$ cat src/hw/mac_stats_settings.svh
`ifndef MAC_STATS_SETTINGS_SVH
`define MAC_STATS_SETTINGS_SVH

// MAC beat is four bytes wide
`define MAC_INTERFACE_W     32
`define MAC_PADBYTES_W      2
`define MTU_SIZE_W          11

// queue depths, log2
`define PKT_QUEUE_LOG_ELS   6
`define SIZE_QUEUE_LOG_ELS  3

// 16 buckets of 32-bit counters
`define STATS_ADDR_W        4
`define STATS_DATA_W        32

// frame size right-shifted by this gives the bucket, saturated at the last one
`define STATS_BUCKET_SHIFT  6

`endif

$ cat src/hw/mac_stats_pkg.sv
`default_nettype none
`include "mac_stats_settings.svh"

package mac_stats_pkg;

    typedef struct packed {
        logic   [`MAC_INTERFACE_W-1:0]  data;
        logic                           startframe;
        logic                           endframe;
        logic   [`MAC_PADBYTES_W-1:0]   padbytes;   // unused bytes of the last beat
    } mac_beat_t;

    typedef struct packed {
        logic                           en;
        logic                           wr_en;
        logic   [`STATS_ADDR_W-1:0]     addr;
        logic   [`STATS_DATA_W-1:0]     wdata;
        logic   [`STATS_DATA_W/8-1:0]   mask;       // one bit per byte lane
    } stats_mem_req_t;

    typedef enum logic [2:0] {
        CLEAR,
        FORWARD,
        LOOKUP,
        UPDATE,
        QUERY
    } stats_state_t;

endpackage

`default_nettype wire

$ cat src/hw/mac_stats_top.sv
`timescale 1ns/100ps
`default_nettype none
`include "mac_stats_settings.svh"

module mac_stats_top
    import mac_stats_pkg::*;
(
     input  wire                            clk
    ,input  wire                            arst_n

    ,input  wire                            rx_val
    ,input  wire mac_beat_t                 rx_beat
    ,output logic                           rx_rdy

    ,output logic                           tx_val
    ,input  wire                            tx_rdy
    ,output mac_beat_t                      tx_beat
    ,output logic   [`MTU_SIZE_W-1:0]       tx_frame_size

    ,input  wire                            query_val
    ,input  wire    [`STATS_ADDR_W-1:0]     query_bucket
    ,output logic                           resp_val
    ,output logic   [`STATS_DATA_W-1:0]     resp_frames
    ,output logic   [`STATS_DATA_W-1:0]     resp_bytes
);
    logic                               q_wr_req;
    logic                               q_full;
    logic                               q_empty;
    logic                               q_val;
    logic                               q_rd;
    mac_beat_t                          q_beat;

    logic                               size_rd_req;
    logic   [`MTU_SIZE_W-1:0]           size_rd_data;
    logic   [`MTU_SIZE_W-1:0]           frame_size;

    stats_mem_req_t                     req_frames;
    stats_mem_req_t                     req_bytes;
    logic   [`STATS_DATA_W-1:0]         frames_dout;
    logic   [`STATS_DATA_W-1:0]         bytes_dout;
    logic                               frames_dout_val;

    assign rx_rdy = ~q_full;
    assign q_wr_req = rx_val & rx_rdy;
    assign q_val = ~q_empty;

    packet_queue_controller rx_pkt_queue (
         .clk           (clk            )
        ,.arst_n        (arst_n         )
        ,.wr_req        (q_wr_req       )
        ,.wr_data       (rx_beat        )
        ,.full          (q_full         )
        ,.rd_req        (q_rd           )
        ,.empty         (q_empty        )
        ,.rd_data       (q_beat         )
        ,.size_rd_req   (size_rd_req    )
        ,.size_rd_data  (size_rd_data   )
    );

    packet_size_queue_reader size_reader (
         .clk           (clk                )
        ,.arst_n        (arst_n             )
        ,.q_val         (q_val              )
        ,.q_startframe  (q_beat.startframe  )
        ,.q_rd          (q_rd               )
        ,.size_rd_req   (size_rd_req        )
        ,.size_rd_data  (size_rd_data       )
        ,.frame_size    (frame_size         )
    );

    stats_engine engine (
         .clk               (clk            )
        ,.arst_n            (arst_n         )
        ,.q_val             (q_val          )
        ,.q_beat            (q_beat         )
        ,.frame_size        (frame_size     )
        ,.q_rd              (q_rd           )
        ,.tx_val            (tx_val         )
        ,.tx_rdy            (tx_rdy         )
        ,.tx_beat           (tx_beat        )
        ,.tx_frame_size     (tx_frame_size  )
        ,.query_val         (query_val      )
        ,.query_bucket      (query_bucket   )
        ,.resp_val          (resp_val       )
        ,.resp_frames       (resp_frames    )
        ,.resp_bytes        (resp_bytes     )
        ,.req_frames        (req_frames     )
        ,.req_bytes         (req_bytes      )
        ,.frames_dout       (frames_dout    )
        ,.bytes_dout        (bytes_dout     )
        ,.frames_dout_val   (frames_dout_val)
    );

    stats_ram frames_ram (
         .clk       (clk            )
        ,.arst_n    (arst_n         )
        ,.req       (req_frames     )
        ,.dout      (frames_dout    )
        ,.dout_val  (frames_dout_val)
    );

    // both RAMs move in lockstep so one valid flag serves the engine
    stats_ram bytes_ram (
         .clk       (clk        )
        ,.arst_n    (arst_n     )
        ,.req       (req_bytes  )
        ,.dout      (bytes_dout )
        ,.dout_val  (           )
    );

endmodule

`default_nettype wire

$ cat src/hw/packet_queue_controller.sv
`timescale 1ns/100ps
`default_nettype none
`include "mac_stats_settings.svh"

module packet_queue_controller
    import mac_stats_pkg::*;
(
     input  wire                            clk
    ,input  wire                            arst_n

    ,input  wire                            wr_req
    ,input  wire mac_beat_t                 wr_data
    ,output logic                           full

    ,input  wire                            rd_req
    ,output logic                           empty
    ,output mac_beat_t                      rd_data

    ,input  wire                            size_rd_req
    ,output logic   [`MTU_SIZE_W-1:0]       size_rd_data
);
    localparam int DATA_ELS = 2 ** `PKT_QUEUE_LOG_ELS;
    localparam int SIZE_ELS = 2 ** `SIZE_QUEUE_LOG_ELS;
    localparam logic [`MTU_SIZE_W-1:0] BEAT_BYTES = `MAC_INTERFACE_W / 8;

    mac_beat_t                          data_mem [DATA_ELS];
    logic   [`PKT_QUEUE_LOG_ELS:0]      wr_ptr;
    logic   [`PKT_QUEUE_LOG_ELS:0]      rd_ptr;

    logic   [`MTU_SIZE_W-1:0]           size_mem [SIZE_ELS];
    logic   [`SIZE_QUEUE_LOG_ELS:0]     size_wr_ptr;
    logic   [`SIZE_QUEUE_LOG_ELS:0]     size_rd_ptr;

    logic   [`MTU_SIZE_W-1:0]           byte_acc;
    logic   [`MTU_SIZE_W-1:0]           frame_bytes;
    logic   [`MTU_SIZE_W-1:0]           pad_ext;
    logic   [`PKT_QUEUE_LOG_ELS:0]      frame_cnt;

    logic                               data_full;
    logic                               size_full;
    logic                               size_empty;
    logic                               push;
    logic                               pop;
    logic                               size_push;
    logic                               size_pop;

    // pointers carry one extra wrap bit to tell full from empty
    assign data_full = (wr_ptr[`PKT_QUEUE_LOG_ELS] != rd_ptr[`PKT_QUEUE_LOG_ELS])
                    && (wr_ptr[`PKT_QUEUE_LOG_ELS-1:0] == rd_ptr[`PKT_QUEUE_LOG_ELS-1:0]);
    assign size_full = (size_wr_ptr[`SIZE_QUEUE_LOG_ELS] != size_rd_ptr[`SIZE_QUEUE_LOG_ELS])
                    && (size_wr_ptr[`SIZE_QUEUE_LOG_ELS-1:0]
                        == size_rd_ptr[`SIZE_QUEUE_LOG_ELS-1:0]);
    assign size_empty = size_wr_ptr == size_rd_ptr;

    // a full size FIFO also blocks writes since the next endframe has nowhere to go
    assign full = data_full | size_full;

    // only whole frames are visible to the reader
    assign empty = frame_cnt == '0;

    assign push = wr_req & ~full;
    assign pop = rd_req & ~empty;
    assign size_push = push & wr_data.endframe;
    assign size_pop = size_rd_req & ~size_empty;

    assign pad_ext = {{(`MTU_SIZE_W-`MAC_PADBYTES_W){1'b0}}, wr_data.padbytes};

    // running byte count of the frame including the beat being written
    assign frame_bytes = (wr_data.startframe ? '0 : byte_acc) + BEAT_BYTES - pad_ext;

    assign rd_data = data_mem[rd_ptr[`PKT_QUEUE_LOG_ELS-1:0]];
    assign size_rd_data = size_mem[size_rd_ptr[`SIZE_QUEUE_LOG_ELS-1:0]];

    always_ff @(posedge clk) begin
        if (push) begin
            data_mem[wr_ptr[`PKT_QUEUE_LOG_ELS-1:0]] <= wr_data;
        end
        if (size_push) begin
            size_mem[size_wr_ptr[`SIZE_QUEUE_LOG_ELS-1:0]] <= frame_bytes;
        end
    end

    always_ff @(posedge clk or negedge arst_n) begin
        if (!arst_n) begin
            wr_ptr <= '0;
            rd_ptr <= '0;
            size_wr_ptr <= '0;
            size_rd_ptr <= '0;
            byte_acc <= '0;
            frame_cnt <= '0;
        end else begin
            if (push) begin
                wr_ptr <= wr_ptr + 1'b1;
                byte_acc <= wr_data.endframe ? '0 : frame_bytes;
            end
            if (pop) begin
                rd_ptr <= rd_ptr + 1'b1;
            end
            if (size_push) begin
                size_wr_ptr <= size_wr_ptr + 1'b1;
            end
            if (size_pop) begin
                size_rd_ptr <= size_rd_ptr + 1'b1;
            end

            case ({size_push, pop & rd_data.endframe})
                2'b10:   frame_cnt <= frame_cnt + 1'b1;   // frame fully stored
                2'b01:   frame_cnt <= frame_cnt - 1'b1;   // last beat of a frame left
                default: frame_cnt <= frame_cnt;
            endcase
        end
    end

endmodule

`default_nettype wire

$ cat src/hw/packet_size_queue_reader.sv
`timescale 1ns/100ps
`default_nettype none
`include "mac_stats_settings.svh"

module packet_size_queue_reader (
     input  wire                            clk
    ,input  wire                            arst_n

    ,input  wire                            q_val
    ,input  wire                            q_startframe
    ,input  wire                            q_rd

    ,output logic                           size_rd_req
    ,input  wire    [`MTU_SIZE_W-1:0]       size_rd_data
    ,output logic   [`MTU_SIZE_W-1:0]       frame_size
);
    logic                               first_rd;
    logic   [`MTU_SIZE_W-1:0]           size_hold;

    assign first_rd = q_val & q_startframe & q_rd;
    assign size_rd_req = first_rd;  // the size entry leaves with the first beat

    always_ff @(posedge clk or negedge arst_n) begin
        if (!arst_n) begin
            size_hold <= '0;
        end else if (first_rd) begin
            size_hold <= size_rd_data;
        end
    end

    // head of the size FIFO belongs to the frame whose first beat is offered
    assign frame_size = (q_val & q_startframe) ? size_rd_data : size_hold;

endmodule

`default_nettype wire

$ cat src/hw/stats_engine.sv
`timescale 1ns/100ps
`default_nettype none
`include "mac_stats_settings.svh"

module stats_engine
    import mac_stats_pkg::*;
(
     input  wire                            clk
    ,input  wire                            arst_n

    ,input  wire                            q_val
    ,input  wire mac_beat_t                 q_beat
    ,input  wire    [`MTU_SIZE_W-1:0]       frame_size
    ,output logic                           q_rd

    ,output logic                           tx_val
    ,input  wire                            tx_rdy
    ,output mac_beat_t                      tx_beat
    ,output logic   [`MTU_SIZE_W-1:0]       tx_frame_size

    ,input  wire                            query_val
    ,input  wire    [`STATS_ADDR_W-1:0]     query_bucket
    ,output logic                           resp_val
    ,output logic   [`STATS_DATA_W-1:0]     resp_frames
    ,output logic   [`STATS_DATA_W-1:0]     resp_bytes

    ,output stats_mem_req_t                 req_frames
    ,output stats_mem_req_t                 req_bytes
    ,input  wire    [`STATS_DATA_W-1:0]     frames_dout
    ,input  wire    [`STATS_DATA_W-1:0]     bytes_dout
    ,input  wire                            frames_dout_val
);
    localparam logic [`STATS_ADDR_W-1:0] LAST_BUCKET = '1;

    stats_state_t                       state;
    logic   [`STATS_ADDR_W-1:0]         clr_addr;
    logic   [`STATS_ADDR_W-1:0]         bucket;
    logic   [`STATS_ADDR_W-1:0]         size_bucket;
    logic   [`MTU_SIZE_W-1:0]           size_shifted;
    logic   [`MTU_SIZE_W-1:0]           size_reg;
    logic                               in_frame;
    logic                               stalled;
    logic                               query_pend;
    logic   [`STATS_ADDR_W-1:0]         query_addr;
    logic                               query_phase;
    logic                               go_query;

    assign size_shifted = frame_size >> `STATS_BUCKET_SHIFT;
    assign size_bucket = (size_shifted > {{(`MTU_SIZE_W-`STATS_ADDR_W){1'b0}}, LAST_BUCKET})
                       ? LAST_BUCKET : size_shifted[`STATS_ADDR_W-1:0];

    // queries slip in between frames, never under a beat already offered
    assign go_query = query_pend & ~in_frame & ~stalled;

    assign tx_val = (state == FORWARD) & ~go_query & q_val;
    assign q_rd = tx_val & tx_rdy;
    assign tx_frame_size = frame_size;

    always_comb begin
        tx_beat = q_beat;
        tx_beat.startframe = q_beat.startframe & tx_val;
        tx_beat.endframe = q_beat.endframe & tx_val;
    end

    // both RAMs see the same request, only the write data differs
    always_comb begin
        req_frames = '0;
        req_frames.mask = '1;
        case (state)
            CLEAR: begin
                req_frames.en = 1'b1;
                req_frames.wr_en = 1'b1;
                req_frames.addr = clr_addr;
            end
            LOOKUP: begin
                req_frames.en = 1'b1;
                req_frames.addr = bucket;
            end
            UPDATE: begin
                req_frames.en = frames_dout_val;
                req_frames.wr_en = 1'b1;
                req_frames.addr = bucket;
                req_frames.wdata = frames_dout + 1'b1;
            end
            QUERY: begin
                req_frames.en = ~query_phase;
                req_frames.addr = query_addr;
            end
            default: begin
                req_frames.en = 1'b0;
            end
        endcase
        req_bytes = req_frames;
        if (state == UPDATE) begin
            req_bytes.wdata = bytes_dout
                            + {{(`STATS_DATA_W-`MTU_SIZE_W){1'b0}}, size_reg};
        end
    end

    always_ff @(posedge clk or negedge arst_n) begin
        if (!arst_n) begin
            state <= CLEAR;
            clr_addr <= '0;
            in_frame <= 1'b0;
            stalled <= 1'b0;
            query_pend <= 1'b0;
            query_phase <= 1'b0;
            resp_val <= 1'b0;
        end else begin
            resp_val <= 1'b0;
            stalled <= tx_val & ~tx_rdy;
            if (query_val && !query_pend) begin
                query_pend <= 1'b1;
            end
            if (q_rd) begin
                in_frame <= ~q_beat.endframe;
            end

            case (state)
                CLEAR: begin
                    clr_addr <= clr_addr + 1'b1;
                    if (clr_addr == LAST_BUCKET) begin
                        state <= FORWARD;
                    end
                end
                FORWARD: begin
                    if (q_rd && q_beat.endframe) begin
                        state <= LOOKUP;
                    end else if (go_query) begin
                        state <= QUERY;
                    end
                end
                LOOKUP:  state <= UPDATE;
                UPDATE:  state <= query_pend ? QUERY : FORWARD;
                QUERY: begin
                    query_phase <= ~query_phase;
                    if (query_phase) begin
                        state <= FORWARD;
                        query_pend <= 1'b0;
                        resp_val <= frames_dout_val;
                    end
                end
                default: state <= CLEAR;
            endcase
        end
    end

    always_ff @(posedge clk) begin
        if (q_rd && q_beat.endframe) begin
            bucket <= size_bucket;
            size_reg <= frame_size;
        end
        if (query_val && !query_pend) begin
            query_addr <= query_bucket;
        end
        if (state == QUERY && query_phase) begin
            resp_frames <= frames_dout;
            resp_bytes <= bytes_dout;
        end
    end

endmodule

`default_nettype wire

$ cat src/hw/stats_ram.sv
`timescale 1ns/100ps
`default_nettype none
`include "mac_stats_settings.svh"

module stats_ram
    import mac_stats_pkg::*;
(
     input  wire                            clk
    ,input  wire                            arst_n

    ,input  wire stats_mem_req_t            req
    ,output logic   [`STATS_DATA_W-1:0]     dout
    ,output logic                           dout_val
);
    localparam int ELS = 2 ** `STATS_ADDR_W;
    localparam int BYTES = `STATS_DATA_W / 8;

    logic   [`STATS_DATA_W-1:0]         mem [ELS];

    always_ff @(posedge clk) begin
        if (req.en) begin
            if (req.wr_en) begin
                for (int i = 0; i < BYTES; i++) begin
                    if (req.mask[i]) begin
                        mem[req.addr][8*i +: 8] <= req.wdata[8*i +: 8];
                    end
                end
            end else begin
                dout <= mem[req.addr];
            end
        end
    end

    always_ff @(posedge clk or negedge arst_n) begin
        if (!arst_n) begin
            dout_val <= 1'b0;
        end else begin
            dout_val <= req.en & ~req.wr_en;   // writes return nothing
        end
    end

endmodule

`default_nettype wire

$ cat config.mk
export PLATFORM = sky130hd
export DESIGN_NAME = mac_stats_top
export DESIGN_NICKNAME = d
export VERILOG_FILES = /design/src/hw/mac_stats_pkg.sv /design/src/hw/mac_stats_top.sv /design/src/hw/packet_queue_controller.sv /design/src/hw/packet_size_queue_reader.sv /design/src/hw/stats_engine.sv /design/src/hw/stats_ram.sv
export VERILOG_INCLUDE_DIRS = /design/src /design/src/hw
export SDC_FILE = /design/constraint.sdc
export NUM_CORES = 2
export LEC_CHECK = 0
export BUFFER_PORTS_ARGS = -buffer_cell sky130_fd_sc_hd__buf_2
export CORE_MARGIN = 3
export CORE_UTILIZATION = 57
export CTS_BUF_LIST = sky130_fd_sc_hd__clkbuf_4 sky130_fd_sc_hd__clkbuf_8 sky130_fd_sc_hd__clkbuf_16
export DETAILED_ROUTE_END_ITERATION = 16
export HOLD_SLACK_MARGIN = 0.1
export PLACE_DENSITY = 0.72
export SKIP_LAST_GASP = 1
export SLEW_MARGIN = 20
export SYNTH_ARGS = -nofsm -noshare
export SYNTH_HDL_FRONTEND = slang
export SYNTH_HIERARCHICAL = 1
export SYNTH_SLANG_ARGS = --single-unit
$ cat constraint.sdc
create_clock -name clk -period 3.9 [get_ports clk]
set_input_delay 0.195 -clock clk [delete_from_list [all_inputs] [get_ports clk]]
set_output_delay 0.195 -clock clk [all_outputs]
set_load 0.01 [all_outputs]
==> results.toml <==
[power_and_ir_drop]
peakVddDrop_uv = 832
combPwrFrac_pct = 30.4
leakagePower_nw = 52.8
p_sw_share_pct = 29.7
power_density_nw_per_um2 = 731
p_clk_share_pct = 29.2
p_sw_w = 0.0352
intPower_w = 0.0834
power_frac_seq_pct = 40.4

[cells_and_area]
fillers = 14873
drive_gt1_share_pct = 32.6
largest_reg_flops = 2304
final_area_um2 = 162000
syn2layout_area_growth_pct = 15.9
regArea_um2 = 109000
multiInputGateArea_um2 = 30300
final_common_cell = "edfxtp_1"
layout_common_cells = "edfxtp_1, mux4_2, buf_4"
final_core_util_pct = 66.6
final_cells = 10759
nNetsFinal = 7357

[setup_path]
start_kind = "flip-flop"
crit_chain = "buf_8 > buf_12 > buf_12 > mux4_2 > nand2_1 > nand4_1 > a32o_2 > nand2_2 > buf_6 > buf_8 > mux2_4 > buf_6"
cp_max_fo = 6
cp_data_required_time_ns = 3.70
cp.arrival_ns = 3.84
slowest_delay_ns = 0.56
cp_top_family = "buffers and inverters"
endpoint_kind = "output pin"
reg2reg_depth = 12
critPathSlowestCell = "dfrtp_4"
crit_type = "reg2out"
crit_buf_inv = 6
cp_num_cells = 12

[worst_hold_path]
holdCritPathClass = "in2reg"
min_path_cells = 2

[grt]
grt_pass1_vias = 71625
grt_use_total_pct = 27.3
gr-total-overflow = 0
grt_max_degree = 91
antenna_found_initial = 13
grt_pass1_wl_mm = 497

[route]
vias = 71805
first_pass_iters = 6
drt-initial-drc-count = 10548
wl_met3_mm = 39.2
postRouteAntennaNets = 0
drt-wirelength-per-cell_um = 32.6
route.met2.wl_mm = 170
via_per_inst = 6.67
drcViolationCount = 0
drt-total-wl_mm = 350
met1_length_mm = 128
highest_layer = "met5"

[clock_tree]
h-tree-depth = 5
cts.sinks = 3627
max-clock-path-buffers = 4
clock_latency_ns = 1.00
root_buffer = "clkbuf_16"
cts_tree = "done"
numCtsBuffers = 366
path_clk_slew_ns = 0.07

[job]
timing.max_cap.violations = 0

[timing]
skew_ns = 0.0987
fmax_mhz = 248
post-route-period-util_pct = 104
setup-tns-final_ns = -2.21
tightestPinTransition_ns = 1.28
rsz0062_at_grt = "yes"
slew_headroom_pct = 14.7
min_period_ns = 4.04
setup_violations = 31
fin_ws_ns = -0.139
drv_slew = 0
final-hold-violation-count = 0

[die]
initial_utilization_pct = 57.5
die_w_um = 502
die_y_um = 502
coreArea_um2 = 244000
die_area_um2 = 252000
rows = 181
ioPinCount = 159

[place]
hpwlAfterDp_mm = 193
port_buffers = 158
place_congestion = 0.840
pre_cts_ws_ns = -0.0184
dpl.cell_count = 9931
placed_cell_area_um2 = 147000

[run_status]
violations = "negative setup slack"
outcome = "finished with violations"

[synthesis]
postSynthCellCount = 6509
syn_area_um2 = 140000
ys_warn_count = 6
syn_avg_cell_area_um2 = 21.5
-- worst register-to-register path, delay by kind of cell, from the launching register on --
kind	cells	cell delay (ns)
xor gates and xnor gates	1	0.12
and+or+nand+nor	5	1.41
DFF	1	0.56
AOI/OAI and AO/OA	2	0.30
buffers and inverters	4	1.06
-- worst paths after layout --
check                                       start                       endpoint  slack, ns
hold / removal                        rx_beat[15]  rx_pkt_queue/data_mem[17][15]       0.17
min in group asynchronous                  arst_n       size_reader/size_hold[4]       0.32
max in group asynchronous                  arst_n         rx_pkt_queue/rd_ptr[1]       3.15
setup reg to reg           rx_pkt_queue/rd_ptr[0]   rx_pkt_queue/data_mem[57][6]       0.05
hold reg to reg                 bytes_ram/dout[0]           engine/resp_bytes[0]       0.47
setup / recovery           rx_pkt_queue/rd_ptr[0]               tx_frame_size[1]      -0.14
-- area by class of cell --
type	instances	area share, %
Inverter	27	0.0624
Tap cell	3202	2.47
Clock buffer	451	6.08
Timing Repair Buffer	790	4.59
Multi-Input combinational cell	2463	18.7
Sequential cell	3627	66.9
Antenna cell	6	0.00925
Clock inverter	193	1.19
-- metal layers --
| metal | vias to the layer above | global-route usage, % |
|---|---|---|
| li1 | 28748 | - |
| met1 | 37513 | 38.5 |
| met2 | 4744 | 43.2 |
| met3 | 796 | 5.52 |
| met4 | 4 | 9.54 |
| met5 | - | 0 |
-- per-stage QoR --
step | hold WS [ns] | power [W]
global route | 0.150 | 0.123
global placement | 0.389 | 0.0802
CTS | 0.128 | 0.117
floorplan | -0.101 | 0.0710
finish | 0.171 | 0.119
detailed placement | 0.394 | 0.0808
-- power groups by stage --
stage / Combinational, W / Sequential [W] / Clock, W
2_1_floorplan: 0.0228 / 0.0482 / 0
3_3_place_gp: 0.0317 / 0.0485 / 0
3_5_place_dp: 0.0321 / 0.0487 / 0
4_1_cts: 0.0344 / 0.0479 / 0.0350
5_1_grt: 0.0381 / 0.0481 / 0.0366
6_report: 0.0361 / 0.0479 / 0.0347
-- repair_timing --
action	CTS	global route
gates resized for setup	153	116
endpoints found under the setup margin	46	259
buffers inserted	24	71
gates cloned	17	20
hold buffers	52	0
endpoints found under the hold margin	2273	0
pin swaps	19	50
(Power assumes the default switching activity.)
